## src/design/nic_rx_defs.svh

```systemverilog
// Global sizing macros for the receive path
// Buffer address width, MAC word width, drop counter width

`ifndef NIC_RX_DEFS_SVH
`define NIC_RX_DEFS_SVH

// --------------------
// Packet buffer
// --------------------

// 64 words, small enough to overflow in simulation
`define RX_BUF_AW 6

// --------------------
// MAC side
// --------------------

// 10G MAC client data path
`define MAC_DW 64

// --------------------
// Statistics
// --------------------

`define DROP_CNT_W 16           // Dropped frame counter, wraps

`endif

```

## src/design/mac_rx_pkg.sv

```systemverilog
// MAC receive side types
// Data word, byte-valid mask, frame length and byte lane helpers

`include "nic_rx_defs.svh"

package mac_rx_pkg;

    // --------------------
    // Word level
    // --------------------
    typedef logic [`MAC_DW-1:0]   mac_word_t;   // One client data word
    typedef logic [`MAC_DW/8-1:0] mac_valid_t;  // Lane mask, contiguous from lane 0

    // Length bits that select a lane inside a word
    localparam int BYTE_SEL_W = $clog2(`MAC_DW/8);

    localparam mac_valid_t KEEP_ALL = '1;       // Full word

    // --------------------
    // Frame level
    // --------------------
    typedef logic [15:0] frame_len_t;           // Bytes, header carries this

endpackage

```

## src/design/rx_packet_buffer.sv

```systemverilog
// Receive packet RAM
// One write port, one read port with registered output

`timescale 1ns/10ps

`include "nic_rx_defs.svh"

module rx_packet_buffer #(
    parameter int AW = `RX_BUF_AW           // Word address bits
) (
    input  logic                  clk156_25,
    input  logic                  wr_en,
    input  logic [AW-1:0]         wr_addr,
    input  mac_rx_pkg::mac_word_t wr_data,
    input  logic [AW-1:0]         rd_addr,
    output mac_rx_pkg::mac_word_t rd_data
);

    import mac_rx_pkg::*;

    mac_word_t mem [0:(1<<AW)-1];           // Headers and payload

    // Write side, capture stage
    always_ff @(posedge clk156_25) begin
        if (wr_en) begin
            mem[wr_addr] <= wr_data;
        end
    end

    // Read side, one cycle after the address
    always_ff @(posedge clk156_25) begin
        rd_data <= mem[rd_addr];
    end

endmodule

```

## config.mk

```make
export PLATFORM = sky130hd
export DESIGN_NAME = rx_packet_buffer
export DESIGN_NICKNAME = d
export VERILOG_FILES = /design/src/design/mac_rx_pkg.sv /design/src/design/rx_packet_buffer.sv
export VERILOG_INCLUDE_DIRS = /design/src /design/src/design
export SDC_FILE = /design/constraint.sdc
export NUM_CORES = 2
export LEC_CHECK = 0
export BUFFER_PORTS_ARGS = -buffer_cell sky130_fd_sc_hd__buf_2
export CAP_MARGIN = 10
export CELL_PAD_IN_SITES_DETAIL_PLACEMENT = 1
export CELL_PAD_IN_SITES_GLOBAL_PLACEMENT = 1
export CORE_UTILIZATION = 60
export DETAILED_ROUTE_END_ITERATION = 8
export GPL_ROUTABILITY_DRIVEN = 1
export PLACE_DENSITY = 0.81
export SYNTH_ARGS = -nofsm -noshare
export SYNTH_HDL_FRONTEND = slang
export SYNTH_SLANG_ARGS = --single-unit
export TNS_END_PERCENT = 100
```

## constraint.sdc

```tcl
create_clock -name clk156_25 -period 11.9 [get_ports clk156_25]
set_clock_uncertainty 0.15 [all_clocks]
set_input_delay 1.785 -clock clk156_25 [delete_from_list [all_inputs] [get_ports clk156_25]]
set_output_delay 1.785 -clock clk156_25 [all_outputs]
set_load 0.02 [all_outputs]
```

==> flow_summary.ini <==
[timing]
rsz0062_at_grt = no
hold_viol = 0
max_freq_mhz = 186.4
fin_crit_sh_pct = 45.09
setup_viol = 0
fin_crit_ns = 5.366
slew_headroom_pct = 5.648
setup_tns_ns = 0
worst_slew_pin_slew_ns = 1.415
slew_viol_final = 0

[grt]
antenna_found_initial = 42
grt_max_degree = 148
track_usage_pct = 38.92
first_global_vias = 84980
gr-total-overflow = 0
grt_pass1_wl_um = 694100

[route]
drc_errors = 0
first_pass_iters = 8
drtIter0Drc = 17210
wl_per_cell_um = 49.97
vias_per_cell = 7.876
final_antenna_net_count = 0
route.vias.total = 84660
wirelength_um = 537100

[worst_setup_path]
worst_ep_required_time_ns = 12.48
worst-path-buf-inv = 3
criticalPathCategory = primary input to flop
critPathMaxStageDelay_ns = 0.83
cp-start-kind = primary input
cp-end-kind = flop
arrival_ns = 5.95
slowest_stage = buf_4
crit_family = buffers and inverters
crit_chain = buf_12 > buf_4 > buf_4 > mux4_2 > mux2i_1 > o22ai_1 > a41oi_1 > a211oi_1
crit_fanout = 103
cpMostUsedCell = buf_4

[yosys]
synth.most_common_cell = edfxtp_1
synth_common_cells = edfxtp_1, mux4_2, buf_2
syn_inst = 6598
synth_simple_gate_area_share_pct = 1.240
synth_fp_nets = 6676
synth.top_cells.by_area = edfxtp_1, mux4_2, mux2i_1
synth_ff_type = edfxtp_1
synth_cell_types = 33
ys_seq_elements = 4160
seq_area_frac_synth_pct = 79.49
synth.area.mux_share_pct = 15.61
yosys.area_share.adder_pct = 0
synth-xor-area-share_pct = 0
synth_edf_count = 4096
synth_compound_area_share_pct = 2.477
avgSynthCellArea_um2 = 23.70
synth_top_family_by_area = multiplexers
async_flop_share_pct = 0
synth_area_mm2 = 0.1563
synth_top_area_share_pct = 78.67
yosysWarnings = 0
synth_largest_area_cell = edfxtp_1

[clock_network]
clkLatencyLatePin_ns = 0.99
root_buffer = clkbuf_16
clk_pin_slew_worst_paths_ns = 0.07
clk_path_buf_depth = 4
cts_tree = done
ctsResizeCount = 0
htreeDepth = 5
clock_sinks = 4160
postCtsHoldBufs = 0
cts_setup_buffers = 0
cts_made_buffers = 398

[finish]
fillers = 19450
drive_gt1_share_pct = 28.09
areaGrowthSynthToFinish_pct = 11.80
layoutNonFillerInstCount = 10750
final_nets = 7045

[flow_run]
maxCapViolCount = 0

[placed_design]
dp_hpwl_um = 237700
routabilityCongestion = 0.7910
dp_cells = 9968
numPortBuffers = 141

[outcome]
status = completed

[floorplan]
num_io_pins = 142
die_area_mm2 = 0.2626
core_mm2 = 0.2592
initial_core_util_pct = 60.31
fp.dieH_um = 512.5
rows = 187
fp.dieW_um = 512.5

[power_and_ir_drop]
p_leak_uw = 0.05456
ir_drop_uv = 194.3
p_per_area_mw_per_mm2 = 177.8

[hold_path]
min_path_type = flop to flop
per-stage QoR:
stage	hold slack [ns]	utilization, %	setup WS, ns	total power (uW)	cell area [um^2]
after floorplan	0.6378	-	4.529	17360	156300
after global placement	0.6612	62.39	5.915	17930	161700
after detailed placement	0.7036	62.40	5.788	18000	161800
after CTS	0.7195	67.37	6.632	30740	174700
after global routing	0.7576	67.39	6.303	31420	174700
final	0.7133	67.43	6.534	31070	174800
final cells by class:
class                   instances  area, um^2  share of cell area, %
clock inverters               222        2206                  1.262
multi-input cells            2049       30790                  17.61
clock buffers                 510       10700                  6.119
flip-flops and latches       4160      124300                  71.10
well taps                    3402        4257                  2.435
inverters                      19       71.32                0.04080
repair buffers                339        2385                  1.364
diodes                         47       117.6                0.06729
state kept, by name, summed over array words and instances, names as in the netlist:
| name | cells |
|---|---|
| mem | 4096 |
| rd_data | 64 |
routing by layer:
metal	up-vias	part of all wire (%)	global-route usage, %	routed length, um
li1	29240	-	-	-
met1	42990	30	50.22	161800
met2	9992	46	60.02	244500
met3	2423	16	10.95	87290
met4	20	8.0	22.54	43230
met5	-	0.045	0.4201	244
placed cells by master (no fill, tap or decap), types with 55 or more instances in the layout:
cell          n
a22oi_1     168
clkinv_1     69
buf_4       185
clkbuf_1     85
clkbuf_16   402
edfxtp_1   4096
mux2i_1     135
mux4_2     1024
dfxtp_1      64
clkinv_2     81
nor2_4       65
o22ai_1      83
nand2_1      55
buf_2       138
a211oi_1     62
a22o_1       88
and3_1       64
final timing paths:
path	start	end	slack, ns	depth (start not counted)
worst max-delay path	rd_addr[0]	rd_data[19]	6.53	8
worst min-delay path	mem[44][42]	rd_data[42]	0.71	4
worst max register to register	mem[62][17]	rd_data[17]	9.34	5
worst min register to register	mem[44][42]	rd_data[42]	0.71	4
worst min-delay path: stages (launching register included):
cell      delay, ns
edfxtp_1       0.32
mux4_2         0.22
a22oi_1        0.06
nand3_1        0.09
and3_1         0.15
where the power goes:
| part | internal [uW] | switching, uW |
|---|---|---|
| logic | 497 | 1000 |
| registers | 16200 | 98.7 |
| clock network | 7220 | 6040 |
logic make-up (layout without fill, tap and decap cells):
kind of cell / after synthesis / in the layout
muxes: 1159 / 1159
and+or+nand+nor: 386 / 386
DFF: 4160 / 4160
buffers and inverters: 389 / 1090
other: 0 / 47
AOI/OAI and AO/OA: 504 / 504
Power figures use the tool's default switching activity.
