[src/design/nic_rx_defs.svh]
// Global sizing macros for the receive path
// Buffer address width, MAC word width, drop counter width

`ifndef NIC_RX_DEFS_SVH
`define NIC_RX_DEFS_SVH

// --------------------
// Packet buffer
// --------------------

// 64 words, small enough to overflow in simulation
`define RX_BUF_AW 6

// --------------------
// MAC side
// --------------------

// 10G MAC client data path
`define MAC_DW 64

// --------------------
// Statistics
// --------------------

`define DROP_CNT_W 16           // Dropped frame counter, wraps

`endif

[src/design/mac_rx_pkg.sv]
// MAC receive side types
// Data word, byte-valid mask, frame length and byte lane helpers

`include "nic_rx_defs.svh"

package mac_rx_pkg;

    // --------------------
    // Word level
    // --------------------
    typedef logic [`MAC_DW-1:0]   mac_word_t;   // One client data word
    typedef logic [`MAC_DW/8-1:0] mac_valid_t;  // Lane mask, contiguous from lane 0

    // Length bits that select a lane inside a word
    localparam int BYTE_SEL_W = $clog2(`MAC_DW/8);

    localparam mac_valid_t KEEP_ALL = '1;       // Full word

    // --------------------
    // Frame level
    // --------------------
    typedef logic [15:0] frame_len_t;           // Bytes, header carries this

endpackage

[src/design/rx_buf_pkg.sv]
// Packet buffer types
// Word address, wrapped pointer, drop count, stored header layout

`include "nic_rx_defs.svh"

package rx_buf_pkg;

    import mac_rx_pkg::*;

    // --------------------
    // Addressing
    // --------------------
    typedef logic [`RX_BUF_AW-1:0] buf_addr_t;  // RAM word address
    typedef logic [`RX_BUF_AW:0]   buf_ptr_t;   // Extra wrap bit, full differs from empty

    // Total slots, in pointer width for free space maths
    localparam buf_ptr_t BUF_DEPTH = buf_ptr_t'(1 << `RX_BUF_AW);

    typedef logic [`DROP_CNT_W-1:0] drop_cnt_t;

    // --------------------
    // Header slot in front of each frame
    // --------------------
    typedef struct packed {
        logic [`MAC_DW-$bits(frame_len_t)-1:0] rsvd;  // Always zero
        frame_len_t                             len;   // Byte length of the frame
    } hdr_word_t;

endpackage

[src/design/rx_frame_capture.sv]
// MAC receive writer
// Stores words behind a header slot, commits good frames,
// rewinds bad or oversized ones and counts the drops

`timescale 1ns/10ps

module rx_frame_capture (
    input  logic                   clk156_25,
    input  logic                   rst,
    // MAC client rx
    input  mac_rx_pkg::mac_word_t  mac_rx_data,
    input  mac_rx_pkg::mac_valid_t mac_rx_data_valid,
    input  logic                   mac_rx_good_frame,
    input  logic                   mac_rx_bad_frame,
    // Space freed by the reader
    input  rx_buf_pkg::buf_ptr_t   commit_rd_ptr,
    // Buffer write port
    output logic                   wr_en,
    output rx_buf_pkg::buf_addr_t  wr_addr,
    output mac_rx_pkg::mac_word_t  wr_data,
    // To reader and host
    output rx_buf_pkg::buf_ptr_t   commit_wr_ptr,
    output rx_buf_pkg::drop_cnt_t  dropped_pkts
);

    import mac_rx_pkg::*;
    import rx_buf_pkg::*;

    buf_ptr_t   start_ptr;              // Header slot of frame in flight
    buf_ptr_t   wr_ptr;                 // Next payload slot
    frame_len_t byte_len;               // Running byte count
    logic       ovf;                    // Frame ran out of room

    logic       word_vld;
    logic       frame_end;
    buf_ptr_t   free_slots;
    buf_ptr_t   frame_slots;
    logic       word_fits;
    logic       commit_ok;
    hdr_word_t  hdr;

    // --------------------
    // Space accounting
    // --------------------
    assign word_vld    = |mac_rx_data_valid;
    assign frame_end   = mac_rx_good_frame | mac_rx_bad_frame;

    assign free_slots  = BUF_DEPTH - (start_ptr - commit_rd_ptr);   // Committed data only
    assign frame_slots = wr_ptr - start_ptr;                        // Header plus words so far
    assign word_fits   = frame_slots < free_slots;                  // Room for one more

    // Good frame with no overflow and header slot free
    assign commit_ok   = mac_rx_good_frame && !ovf && (frame_slots <= free_slots);

    // The frame start is the committed write position
    assign commit_wr_ptr = start_ptr;

    always_comb begin
        hdr     = '0;
        hdr.len = byte_len;             // Upper bits stay zero
    end

    // --------------------
    // Buffer write port
    // --------------------
    always_comb begin
        wr_en   = 1'b0;
        wr_addr = buf_addr_t'(wr_ptr);  // Drop wrap bit
        wr_data = mac_rx_data;
        if (commit_ok) begin
            wr_en   = 1'b1;                         // Header on the good pulse
            wr_addr = buf_addr_t'(start_ptr);
            wr_data = mac_word_t'(hdr);
        end else if (word_vld && !ovf && word_fits) begin
            wr_en   = 1'b1;                         // Payload word as it arrives
        end
    end

    // --------------------
    // Pointers, length, drop count
    // --------------------
    always_ff @(posedge clk156_25) begin
        if (rst) begin
            start_ptr    <= '0;
            wr_ptr       <= buf_ptr_t'(1);          // First payload slot after header
            byte_len     <= '0;
            ovf          <= 1'b0;
            dropped_pkts <= '0;
        end else begin
            if (frame_end) begin
                byte_len <= '0;
                ovf      <= 1'b0;
                if (commit_ok) begin
                    start_ptr <= wr_ptr;                    // Publish frame
                    wr_ptr    <= wr_ptr + 1'b1;             // Skip next header slot
                end else begin
                    wr_ptr       <= start_ptr + 1'b1;       // Rewind to last commit
                    dropped_pkts <= dropped_pkts + 1'b1;
                end
            end else if (word_vld) begin
                byte_len <= byte_len + frame_len_t'($countones(mac_rx_data_valid));
                if (ovf || !word_fits) begin
                    ovf <= 1'b1;                            // Sticky until frame end
                end else begin
                    wr_ptr <= wr_ptr + 1'b1;
                end
            end
        end
    end

    // --------------------
    // MAC protocol checks
    // --------------------
    a_end_exclusive: assert property (@(posedge clk156_25) disable iff (rst)
        !(mac_rx_good_frame && mac_rx_bad_frame));

    // End pulse arrives on its own cycle, after the last word
    a_end_no_word: assert property (@(posedge clk156_25) disable iff (rst)
        frame_end |-> (mac_rx_data_valid == '0));

endmodule

[config.mk]
export PLATFORM = sky130hd
export DESIGN_NAME = rx_frame_capture
export DESIGN_NICKNAME = d
export VERILOG_FILES = /design/src/design/mac_rx_pkg.sv /design/src/design/rx_buf_pkg.sv /design/src/design/rx_frame_capture.sv
export VERILOG_INCLUDE_DIRS = /design/src /design/src/design
export SDC_FILE = /design/constraint.sdc
export NUM_CORES = 1
export LEC_CHECK = 0
export ABC_AREA = 1
export BUFFER_PORTS_ARGS = -buffer_cell sky130_fd_sc_hd__buf_2
export CAP_MARGIN = 20
export CORE_MARGIN = 2
export CORE_UTILIZATION = 45
export DETAILED_ROUTE_END_ITERATION = 10
export GPL_TIMING_DRIVEN = 0
export PLACE_DENSITY = 0.88
export RECOVER_POWER = 50
export SYNTH_ARGS = -nofsm -noshare
export SYNTH_HDL_FRONTEND = slang
export SYNTH_SLANG_ARGS = --single-unit
[constraint.sdc]
create_clock -name clk156_25 -period 3 [get_ports clk156_25]
set_input_delay 0.15 -clock clk156_25 [delete_from_list [all_inputs] [get_ports clk156_25]]
set_output_delay 0.15 -clock clk156_25 [all_outputs]
set_load 0.02 [all_outputs]
==> flow_summary.ini <==
[setup_path]
critPathLaunchType = flop
worstSetupPathType = reg -> out
worst-endpoint-required_ns = 2.85
crit_fanout = 7
reg2reg_depth = 22
endpoint_kind = output pin
critPathArrivalTime_ns = 3.44

[timing]
post-route-min-period_ns = 3.59
tightest_slew_ns = 0.681
rsz0062_at_grt = yes
final_max_slew_viol_count = 0
max-slew-margin-rel_pct = 54.4
holdWs_ns = 0.255
hold_violations = 0
finalSetupViolCount = 104
final.setup.worst_slack_ns = -0.593
fin_skew_ns = 0.0130
timing.final.crit_share_pct = 120
fmax_mhz = 278

[floorplan]
io_pins = 177
row_count = 35
design.die.area_mm2 = 0.0102
start_util_pct = 46.0
die_x_um = 101
core_region_area_mm2 = 0.00920
dieHeight_um = 101

[routing]
route.detailed.drc = 0
wl_per_cell_um = 14.5
antenna_left = 0
vias_per_cell = 5.18
drt_pass1_iterations = 5
wl_um = 14600
drtIter0Drc = 217
vias = 5226

[logic_synthesis]
synth.distinct_cells = 28
synth-simple-area-share_pct = 31.1
syn_area_mm2 = 0.00423
syn_area_per_cell_um2 = 6.23
ys.flop_type = dfxtp_1
synth_adder_area_share_pct = 13.4
ys_seq_elements = 47
ys_seq_area_share_pct = 22.2
synthCells = 679
synth_edf_count = 0
synth_compound_area_share_pct = 11.8
synth_mux_area_share_pct = 0
async_flop_share_pct = 0
syn_nets = 803
synth_top_family_by_area = simple AND/OR/NAND/NOR gates
synth_xor_area_share_pct = 7.04
yosys_warnings = 0

[grt]
track_usage_pct = 25.2
grt_max_degree = 15
grt_pass1_vias = 4544
gr-total-overflow = 0
grt_pass1_wl_um = 20500
antenna_found_initial = 0

[clocking]
clk_path_buf_depth = 2
cts_sinks = 47
clock_latency_ns = 0.31
cts_htree_levels = 2
numCtsBuffers = 5
cts-root-buf = clkbuf_8
cts_tree = yes
clkTransAtPathRegs_ns = 0.09

[finish]
fin_nets = 1021
drive_gt1_share_pct = 41.0
area_delta_synth_final_pct = 56.8
diodes = 0

[run]
drv_cap = 0

[hold_path]
hold_path_depth = 2
hold_path_class = in -> reg

[placed_design]
port_buffers = 175
routabilityCongestion = 0.856
place_hpwl_um = 9690

[run_status]
violations = setup timing
status = finished, violations left
-- sequential cells by signal, summed over array words and instances (netlist names) --
| register | cells |
|---|---|
| wr_ptr | 7 |
| ovf | 1 |
| byte_len | 16 |
| dropped_pkts | 16 |
| commit_wr_ptr | 7 |
-- metrics by stage --
| step | utilization (%) | setup TNS (ns) | area [um2] | std cells | setup WS, ns |
|---|---|---|---|---|---|
| floorplan | - | -0.128 | 4710 | 679 | -0.0701 |
| global route | 72.1 | -67.21 | 6630 | 1009 | -0.782 |
| finish | 72.1 | -48.43 | 6630 | 1009 | -0.593 |
| global placement | 62.2 | -33.23 | 5720 | 965 | -0.444 |
| detailed placement | 62.2 | -36.76 | 5720 | 965 | -0.462 |
| CTS | 68.7 | -40.82 | 6320 | 1000 | -0.531 |
-- cells by family (layout without fill, tap and decap cells) --
family                     Yosys count  after routing
buffers and inverters              148            366
AOI/OAI and AO/OA                   94             94
and+or+nand+nor                    315            316
adders and majority gates           41             41
DFF                                 47             47
xor gates and xnor gates            34             34
-- metal layers --
metal | GRT usage (%) | wire, um | vias up
met1 | 27.6 | 5250 | 2367
met3 | 3.61 | 1120 | 47
li1 | - | - | 2546
met4 | 8.42 | 484 | 0
met2 | 49.2 | 7740 | 266
met5 | 0 | 0 | -
-- worst max-delay path: stages, from the launching register on --
cell and delay [ns]:
dfxtp_4 0.36, inv_4 0.06, ha_4 0.13, inv_4 0.04, fa_2 0.36, a21oi_2 0.17, o21ai_2 0.08, nand2_1 0.06
nand2_1 0.07, a21oi_2 0.14, xor2_1 0.17, ha_1 0.28, nand2_2 0.13, inv_2 0.06, a21oi_4 0.18, nand2_2 0.09
nand2_4 0.11, nand2_8 0.13, clkbuf_16 0.22, nand2_2 0.09, o21ai_4 0.06, buf_4 0.15
-- cell usage in the layout (no fill, tap or decap), types with 11 or more instances in the layout --
master and count:
a21oi_1 38, a21oi_2 11, buf_2 134, buf_4 29, buf_6 32, clkbuf_1 21, dfxtp_1 42, ha_1 28
inv_1 116, nand2_1 130, nand2_2 20, nand3_1 38, nor2_1 46, nor2_2 43, o21ai_0 16, o21ai_4 19
xor2_1 24
-- worst paths after layout --
check                             from  slack [ns]                            to
min reg2reg  byte_len[15]$_SDFFE_PP0P_        0.49     byte_len[15]$_SDFFE_PP0P_
max reg2reg     wr_ptr[0]$_SDFFE_PP1P_       -0.40  dropped_pkts[4]$_SDFFE_PP0P_
min                                rst        0.25  dropped_pkts[3]$_SDFFE_PP0P_
max             wr_ptr[0]$_SDFFE_PP1P_       -0.59                    wr_addr[1]
-- cells in the mapped netlist (3+ instances only) --
cell type,n,area [um2]
a21oi_1,49,245
buf_2,8,40.0
buf_6,5,56.3
clkbuf_1,6,22.5
dfxtp_1,47,941
fa_1,7,140
ha_1,34,425
inv_1,125,469
nand2_1,153,574
nand2_4,3,33.8
nand3_1,43,215
nand4_1,4,25.0
nor2_1,94,353
nor3_1,10,50.1
o21ai_0,40,200
xnor2_1,10,87.6
xor2_1,24,210
-- layout make-up --
type | count | area (um2)
Tap cell | 111 | 139
Timing Repair Buffer | 209 | 1360
Timing Repair inverter | 1 | 8.76
Buffer | 21 | 253
Sequential cell | 47 | 960
Multi-Input combinational cell | 485 | 3320
Clock inverter | 2 | 12.5
Fill cell | 690 | 2560
Inverter | 127 | 508
Clock buffer | 6 | 72.6
-- what timing repair did --
item                       in CTS  in global routing
setup endpoints to repair     104                106
gates resized for setup        77                 72
gates cloned                    7                  2
hold buffers                    0                  0
setup buffers                  20                  8
pin swaps                      12                 22
Power is not shown: default switching activity piles up to over one toggle a cycle in this logic, so the estimate is an artifact.
