--- src/design/nic_rx_defs.svh ---
// Global sizing macros for the receive path
// Buffer address width, MAC word width, drop counter width

`ifndef NIC_RX_DEFS_SVH
`define NIC_RX_DEFS_SVH

// --------------------
// Packet buffer
// --------------------

// 64 words, small enough to overflow in simulation
`define RX_BUF_AW 6

// --------------------
// MAC side
// --------------------

// 10G MAC client data path
`define MAC_DW 64

// --------------------
// Statistics
// --------------------

`define DROP_CNT_W 16           // Dropped frame counter, wraps

`endif

--- src/design/mac_rx_pkg.sv ---
// MAC receive side types
// Data word, byte-valid mask, frame length and byte lane helpers

`include "nic_rx_defs.svh"

package mac_rx_pkg;

    // --------------------
    // Word level
    // --------------------
    typedef logic [`MAC_DW-1:0]   mac_word_t;   // One client data word
    typedef logic [`MAC_DW/8-1:0] mac_valid_t;  // Lane mask, contiguous from lane 0

    // Length bits that select a lane inside a word
    localparam int BYTE_SEL_W = $clog2(`MAC_DW/8);

    localparam mac_valid_t KEEP_ALL = '1;       // Full word

    // --------------------
    // Frame level
    // --------------------
    typedef logic [15:0] frame_len_t;           // Bytes, header carries this

endpackage

--- src/design/rx_buf_pkg.sv ---
// Packet buffer types
// Word address, wrapped pointer, drop count, stored header layout

`include "nic_rx_defs.svh"

package rx_buf_pkg;

    import mac_rx_pkg::*;

    // --------------------
    // Addressing
    // --------------------
    typedef logic [`RX_BUF_AW-1:0] buf_addr_t;  // RAM word address
    typedef logic [`RX_BUF_AW:0]   buf_ptr_t;   // Extra wrap bit, full differs from empty

    // Total slots, in pointer width for free space maths
    localparam buf_ptr_t BUF_DEPTH = buf_ptr_t'(1 << `RX_BUF_AW);

    typedef logic [`DROP_CNT_W-1:0] drop_cnt_t;

    // --------------------
    // Header slot in front of each frame
    // --------------------
    typedef struct packed {
        logic [`MAC_DW-$bits(frame_len_t)-1:0] rsvd;  // Always zero
        frame_len_t                             len;   // Byte length of the frame
    } hdr_word_t;

endpackage

--- src/design/rx_host_reader.sv ---
// Host side reader
// Fetches committed frames from the packet buffer and streams them
// out with sof, eof, keep and destination-ready back-pressure

`timescale 1ns/10ps

module rx_host_reader (
    input  logic                   clk156_25,
    input  logic                   rst,
    input  rx_buf_pkg::buf_ptr_t   commit_wr_ptr,
    // Buffer read port
    output rx_buf_pkg::buf_addr_t  rd_addr,
    input  mac_rx_pkg::mac_word_t  rd_data,
    output rx_buf_pkg::buf_ptr_t   commit_rd_ptr,
    // Host local-link
    output mac_rx_pkg::mac_word_t  pkt_data,
    output mac_rx_pkg::mac_valid_t pkt_keep,
    output logic                   pkt_sof,
    output logic                   pkt_eof,
    output mac_rx_pkg::frame_len_t pkt_len,
    output logic                   pkt_src_rdy,
    input  logic                   pkt_dst_rdy
);

    import mac_rx_pkg::*;
    import rx_buf_pkg::*;

    typedef enum logic [1:0] {
        S_IDLE,                         // Wait for a committed frame
        S_HDR,                          // Header on rd_data, first word requested
        S_FETCH,                        // Next word requested
        S_PRESENT                       // Word on the port
    } rd_state_t;

    rd_state_t  state;
    buf_ptr_t   rd_ptr;                 // Slot of the current word
    frame_len_t len_q;
    frame_len_t words_left;             // Including the presented one
    mac_valid_t last_keep;
    logic       sof_pend;
    hdr_word_t  hdr;
    frame_len_t hdr_words;
    logic       accept;

    // --------------------
    // Header decode
    // --------------------
    assign hdr       = hdr_word_t'(rd_data);
    assign hdr_words = (hdr.len >> BYTE_SEL_W) + frame_len_t'(|hdr.len[BYTE_SEL_W-1:0]);

    // Read address held through present, so rd_data stays put
    assign rd_addr = (state == S_IDLE) ? buf_addr_t'(commit_rd_ptr) : buf_addr_t'(rd_ptr);

    // --------------------
    // Host port
    // --------------------
    assign pkt_src_rdy = (state == S_PRESENT);
    assign accept      = pkt_src_rdy && pkt_dst_rdy;
    assign pkt_data    = rd_data;
    assign pkt_sof     = pkt_src_rdy && sof_pend;
    assign pkt_eof     = pkt_src_rdy && (words_left == frame_len_t'(1));
    assign pkt_keep    = pkt_eof ? last_keep : KEEP_ALL;    // Partial lanes on eof only
    assign pkt_len     = len_q;

    // --------------------
    // Fetch FSM
    // --------------------
    always_ff @(posedge clk156_25) begin
        if (rst) begin
            state         <= S_IDLE;
            rd_ptr        <= '0;
            commit_rd_ptr <= '0;
            sof_pend      <= 1'b0;
        end else begin
            case (state)
                S_IDLE: begin
                    if (commit_wr_ptr != commit_rd_ptr) begin
                        rd_ptr <= commit_rd_ptr + 1'b1;     // Payload follows header
                        state  <= S_HDR;
                    end
                end
                S_HDR: begin
                    sof_pend <= 1'b1;
                    if (hdr_words == '0) begin
                        commit_rd_ptr <= rd_ptr;            // Empty frame, release header
                        state         <= S_IDLE;
                    end else begin
                        state <= S_PRESENT;
                    end
                end
                S_FETCH: begin
                    state <= S_PRESENT;
                end
                S_PRESENT: begin
                    if (accept) begin
                        sof_pend <= 1'b0;
                        rd_ptr   <= rd_ptr + 1'b1;
                        if (pkt_eof) begin
                            commit_rd_ptr <= rd_ptr + 1'b1; // Hand space back
                            state         <= S_IDLE;
                        end else begin
                            state <= S_FETCH;
                        end
                    end
                end
                default: state <= S_IDLE;
            endcase
        end
    end

    // Frame bookkeeping, loaded from the header
    always_ff @(posedge clk156_25) begin
        if (state == S_HDR) begin
            len_q      <= hdr.len;
            words_left <= hdr_words;
            if (hdr.len[BYTE_SEL_W-1:0] == '0) begin
                last_keep <= KEEP_ALL;
            end else begin
                last_keep <= ~(KEEP_ALL << hdr.len[BYTE_SEL_W-1:0]);
            end
        end else if (accept) begin
            words_left <= words_left - 1'b1;
        end
    end

    // Offered word holds until taken, across the RAM read port
    a_hold_data: assert property (@(posedge clk156_25) disable iff (rst)
        (pkt_src_rdy && !pkt_dst_rdy) |=> (pkt_src_rdy && $stable(pkt_data)));

endmodule

--- config.mk ---
export PLATFORM = sky130hd
export DESIGN_NAME = rx_host_reader
export DESIGN_NICKNAME = d
export VERILOG_FILES = /design/src/design/mac_rx_pkg.sv /design/src/design/rx_buf_pkg.sv /design/src/design/rx_host_reader.sv
export VERILOG_INCLUDE_DIRS = /design/src /design/src/design
export SDC_FILE = /design/constraint.sdc
export NUM_CORES = 1
export LEC_CHECK = 0
export BUFFER_PORTS_ARGS = -buffer_cell sky130_fd_sc_hd__buf_4
export CELL_PAD_IN_SITES_DETAIL_PLACEMENT = 0
export CELL_PAD_IN_SITES_GLOBAL_PLACEMENT = 2
export CORE_UTILIZATION = 24
export CTS_CLUSTER_SIZE = 40
export DETAILED_ROUTE_END_ITERATION = 7
export PLACE_DENSITY_LB_ADDON = 0.08
export SLEW_MARGIN = 20
export SYNTH_ARGS = -nofsm -noshare
export SYNTH_HDL_FRONTEND = slang
export SYNTH_SLANG_ARGS = --single-unit
--- constraint.sdc ---
create_clock -name clk156_25 -period 2.6 [get_ports clk156_25]
set_input_delay 0.39 -clock clk156_25 [delete_from_list [all_inputs] [get_ports clk156_25]]
set_output_delay 0.39 -clock clk156_25 [all_outputs]
set_load 0.02 [all_outputs]
==> run summary <==
In this run the clock root is driven by a sky130_fd_sc_hd__clkbuf_16. The port buffer count is 81, and the count of placed standard cells in the final layout, fillers left out is 673. The area growth from synthesis to layout is 22.6%. The number of placed instances, taps included is 656, and the area of the multi-input gates is 0.00174 mm2. The logs give 0 for the overflow left after global routing and 0.0167 mm2 for the area of the die. Number of different library cells in the post-synthesis netlist: 52.

The synthesized area per cell came out at 9.22 um2. The run gives 3025 as the via count of the first global-routing pass. Summing internal, switching and leakage power gives 3.40 mW.

Yosys mapped a number of flops with a built-in enable equal to 40. After filler insertion, the fill cell instance count of the layout stands at 1708. During I/O placement, the number of pins put on the boundary was 178. For the layout net count, the log shows 532.

Counting flops and latches in the post-synthesis netlist gives 57. The share of layout cells above drive strength 1 was 30.0%. Synthesis produced a netlist with a net count of 501. Timing would allow up to 0.407 GHz. The tools report the final hold violation count as 0.

By startpoint and endpoint, the worst setup path is classified as flop to primary output. For the tightest slew margin relative to the limit, the log shows 50.7%. The startpoint identified for the worst hold timing path is rd_data[3].

STA puts the critical path data arrival time at 2.07 ns. For this design, the CTS-stage hold fixing added 0 buffers. For the worst-case clock buffer depth, the log shows 2. The tools report the critical path endpoint category as a primary output. The async set-or-reset flop fraction in the synthesized netlist works out to 0%. TritonCTS built the clock tree. After global routing, the most crowded layer is met2.

For met3 alone, demand over resource in global routing was 2.68%. Final estimated routing congestion in global placement: 0.773. The worst-case IR drop observed on VDD is 0.255 mV.

The initial antenna violation count was 0; the DRC violations left was 0. Length of the first detailed-routing pass in iterations: 4. The run gives 24.5% as the starting density of the core. In this run the remaining antenna-violating nets after routing total 0. The logs give 0 for the max-slew violation total from the final report and 39.7% for the register area share after synthesis.

Clock tree synthesis inserted a total of 9 buffers. The number of H-tree levels was 3. Global routing consumed, over all layers together, 13.4% of the routing resources. Worst hold path endpoint: pkt_len[3]. Registers take 0.00154 mm2.

The area of the placeable core is 0.0158 mm2, and the first-iteration detailed-routing DRC count is 94. Counting every sink on the clock net gives 57. In the global route stage, met1 resource usage came out at 18.3%. The first global-routing pass estimated 16600 um of wire. The setup TNS came out at 0 ns.

The path class of the tightest hold or removal check is input port to flop. At the later pin of the worst-skew pair, clock insertion delay measures 0.34 ns. The number of max-cap violations is 0, and the post-synth design cell area is 0.00388 mm2. The run gives 1.86 nW as the leakage power. The tools report the cell row count as 46. The worst clock skew was 0.00578 ns. The power density of the placed cells is 715 mW/mm2, and the average vias per placed instance is 4.51.

Synthesis handed over a netlist of 421 instances. In this run the worst setup path begins at words_left[4]. The worst register-to-register path has a depth of 7.

The cell count of the worst hold path came out at 1. The transition time of the tightest slew-check pin was 0.740 ns; the detail-routed net length per standard cell was 15.7 um. For this run, the leading register cell type out of synthesis is sky130_fd_sc_hd__edfxtp_1. The run finished with clean final reports. Across all register-to-register paths, the minimum setup slack is 0.41 ns. The overall die height was 129 um. The final route contains 3037 vias.

Clock slew seen by the registers of the worst setup and hold paths: 0.05 ns. Endpoint of the lowest-slack register-to-register path: commit_rd_ptr[2]. Setup repair after global routing left no endpoint under its margin. After detailed routing, the total wire length is 10500 um.

In this run the horizontal extent of the chip is 129 um. For the half-perimeter wire length of the detailed placement result, the log shows 7660 um. STA classifies the critical path startpoint as a flop. The Yosys step of the flow raised 0 warnings.

Setup violations remaining at the end of the flow were counted as 0. The worst flop-to-flop path startpoint was words_left[4]. The number of antenna diodes in the final layout is 0.

The clock period could shrink to 2.46 ns. For the worst setup path, the data required time is 2.21 ns. Entering global routing, the biggest net connects 30 pins. In this run the worst path has a maximum fanout of 13.

The final critical path takes up 94.5% of the cycle. The run gives 19.6% as the global-route met2 utilization.
==> cell usage in the layout (no fill, tap or decap), types with 9 or more instances in the layout <==
master,Yosys,routed
sky130_fd_sc_hd__buf_4,65,105
sky130_fd_sc_hd__edfxtp_1,40,40
sky130_fd_sc_hd__nand2_1,37,37
sky130_fd_sc_hd__nor2_1,35,35
sky130_fd_sc_hd__xnor2_1,28,28
sky130_fd_sc_hd__a21oi_1,20,20
sky130_fd_sc_hd__o21ai_0,19,19
sky130_fd_sc_hd__dfxtp_1,17,17
sky130_fd_sc_hd__xor2_1,16,16
sky130_fd_sc_hd__nand3_1,12,12
sky130_fd_sc_hd__or3_1,11,11
sky130_fd_sc_hd__nor3_1,10,10
sky130_fd_sc_hd__clkbuf_16,0,9
==> area by class of cell <==
| class | count | area share (%) |
|---|---|---|
| Tap cell | 216 | 5.68 |
| Multi-Input combinational cell | 270 | 36.6 |
| Inverter | 9 | 0.710 |
| Timing Repair Buffer | 105 | 16.6 |
| Clock buffer | 10 | 4.81 |
| Clock inverter | 6 | 3.23 |
| Sequential cell | 57 | 32.4 |
==> worst max-delay path by stage <==
| stage | to | cells after the start |
|---|---|---|
| 6_report | pkt_keep[5] | 5 |
| 5_1_grt | pkt_keep[5] | 7 |
| 4_1_cts | pkt_keep[5] | 7 |
| 3_5_place_dp | commit_rd_ptr[4] | 10 |
| 3_3_place_gp | commit_rd_ptr[4] | 9 |
| 2_1_floorplan | commit_rd_ptr[0] | 11 |
==> repair_timing <==
item	in CTS	in global routing
setup buffers	0	1
endpoints found under the setup margin	0	15
endpoints found under the hold margin	0	0
resized for setup	0	2
==> per-layer routing <==
layer | share of wire, % | vias to the layer above
met5 | 0 | -
met4 | 2.4 | 0
met3 | 5.7 | 30
met2 | 43 | 83
met1 | 49 | 1431
li1 | - | 1493
==> registers in the layout, indices dropped and copies added, names as in the netlist <==
| register | count |
|---|---|
| last_keep | 8 |
| rd_ptr | 7 |
| pkt_len | 16 |
| sof_pend | 1 |
| commit_rd_ptr | 7 |
| state | 2 |
| words_left | 16 |
==> stage by stage <==
stage | hold WS [ns] | cell area (um2) | setup slack [ns] | utilization [%]
2_1_floorplan | 0.449 | 3890 | 0.00763 | -
3_3_place_gp | 0.463 | 4360 | -0.173 | 27.5
3_5_place_dp | 0.479 | 4360 | -0.198 | 27.5
4_1_cts | 0.249 | 4740 | 0.0213 | 30.0
5_1_grt | 0.254 | 4760 | 0.00438 | 30.1
6_report | 0.261 | 4760 | 0.142 | 30.1
==> critical path, stage by stage, from the launching register on <==
cell and delay, ns:
sky130_fd_sc_hd__edfxtp_1 0.45, sky130_fd_sc_hd__nor4_2 0.40, sky130_fd_sc_hd__nand4_1 0.15, sky130_fd_sc_hd__buf_4 0.21, sky130_fd_sc_hd__or3_1 0.34, sky130_fd_sc_hd__buf_4 0.17
==> cell usage after synthesis, types with 2 or more instances <==
cell type | count | area, um2
sky130_fd_sc_hd__a21o_1 | 3 | 22.5
sky130_fd_sc_hd__xor2_1 | 16 | 140
sky130_fd_sc_hd__xnor2_1 | 28 | 245
sky130_fd_sc_hd__mux2_2 | 6 | 67.6
sky130_fd_sc_hd__nor3_1 | 10 | 50.1
sky130_fd_sc_hd__ha_1 | 6 | 75.1
sky130_fd_sc_hd__a31oi_1 | 2 | 12.5
sky130_fd_sc_hd__o21bai_1 | 2 | 15.0
sky130_fd_sc_hd__nand2b_1 | 3 | 18.8
sky130_fd_sc_hd__clkbuf_1 | 9 | 33.8
sky130_fd_sc_hd__nor4_1 | 4 | 25.0
sky130_fd_sc_hd__buf_1 | 2 | 7.51
sky130_fd_sc_hd__and3_1 | 6 | 37.5
sky130_fd_sc_hd__buf_2 | 8 | 40.0
sky130_fd_sc_hd__nor4_2 | 3 | 37.5
sky130_fd_sc_hd__edfxtp_1 | 40 | 1200
sky130_fd_sc_hd__mux2i_1 | 2 | 20.0
sky130_fd_sc_hd__a22oi_1 | 6 | 45.0
sky130_fd_sc_hd__dfxtp_1 | 17 | 340
sky130_fd_sc_hd__or3_1 | 11 | 68.8
sky130_fd_sc_hd__nand2_1 | 37 | 139
sky130_fd_sc_hd__and2_1 | 3 | 18.8
sky130_fd_sc_hd__a21oi_1 | 20 | 100
sky130_fd_sc_hd__nand3_1 | 12 | 60.1
sky130_fd_sc_hd__inv_1 | 7 | 26.3
sky130_fd_sc_hd__buf_4 | 65 | 488
sky130_fd_sc_hd__o31ai_1 | 2 | 15.0
sky130_fd_sc_hd__a221o_1 | 7 | 70.1
sky130_fd_sc_hd__o21ai_0 | 19 | 95.1
sky130_fd_sc_hd__a211oi_1 | 3 | 22.5
sky130_fd_sc_hd__nand4_1 | 7 | 43.8
sky130_fd_sc_hd__nor2_1 | 35 | 131
==> cell families (layout without fill, tap and decap cells) <==
| logic type | Yosys count | after routing | share of synthesized area [%] |
|---|---|---|---|
| other | 1 | 1 | 0.0966 |
| XOR/XNOR | 44 | 44 | 9.93 |
| flip-flops | 57 | 57 | 39.7 |
| AO/OA/AOI/OAI | 72 | 72 | 11.9 |
| AND/OR/NAND/NOR | 139 | 139 | 18.3 |
| multiplexers | 8 | 8 | 2.26 |
| buffers and inverters | 94 | 130 | 15.8 |
| adder cells (fa/ha/maj) | 6 | 6 | 1.93 |
==> where the power goes <==
part	switching, mW	internal, mW	total, mW
sequential	0.0885	1.13	1.22
combinational	0.381	0.244	0.625
clock	0.432	1.13	1.56
No activity file was read; power rests on OpenSTA's default activity.
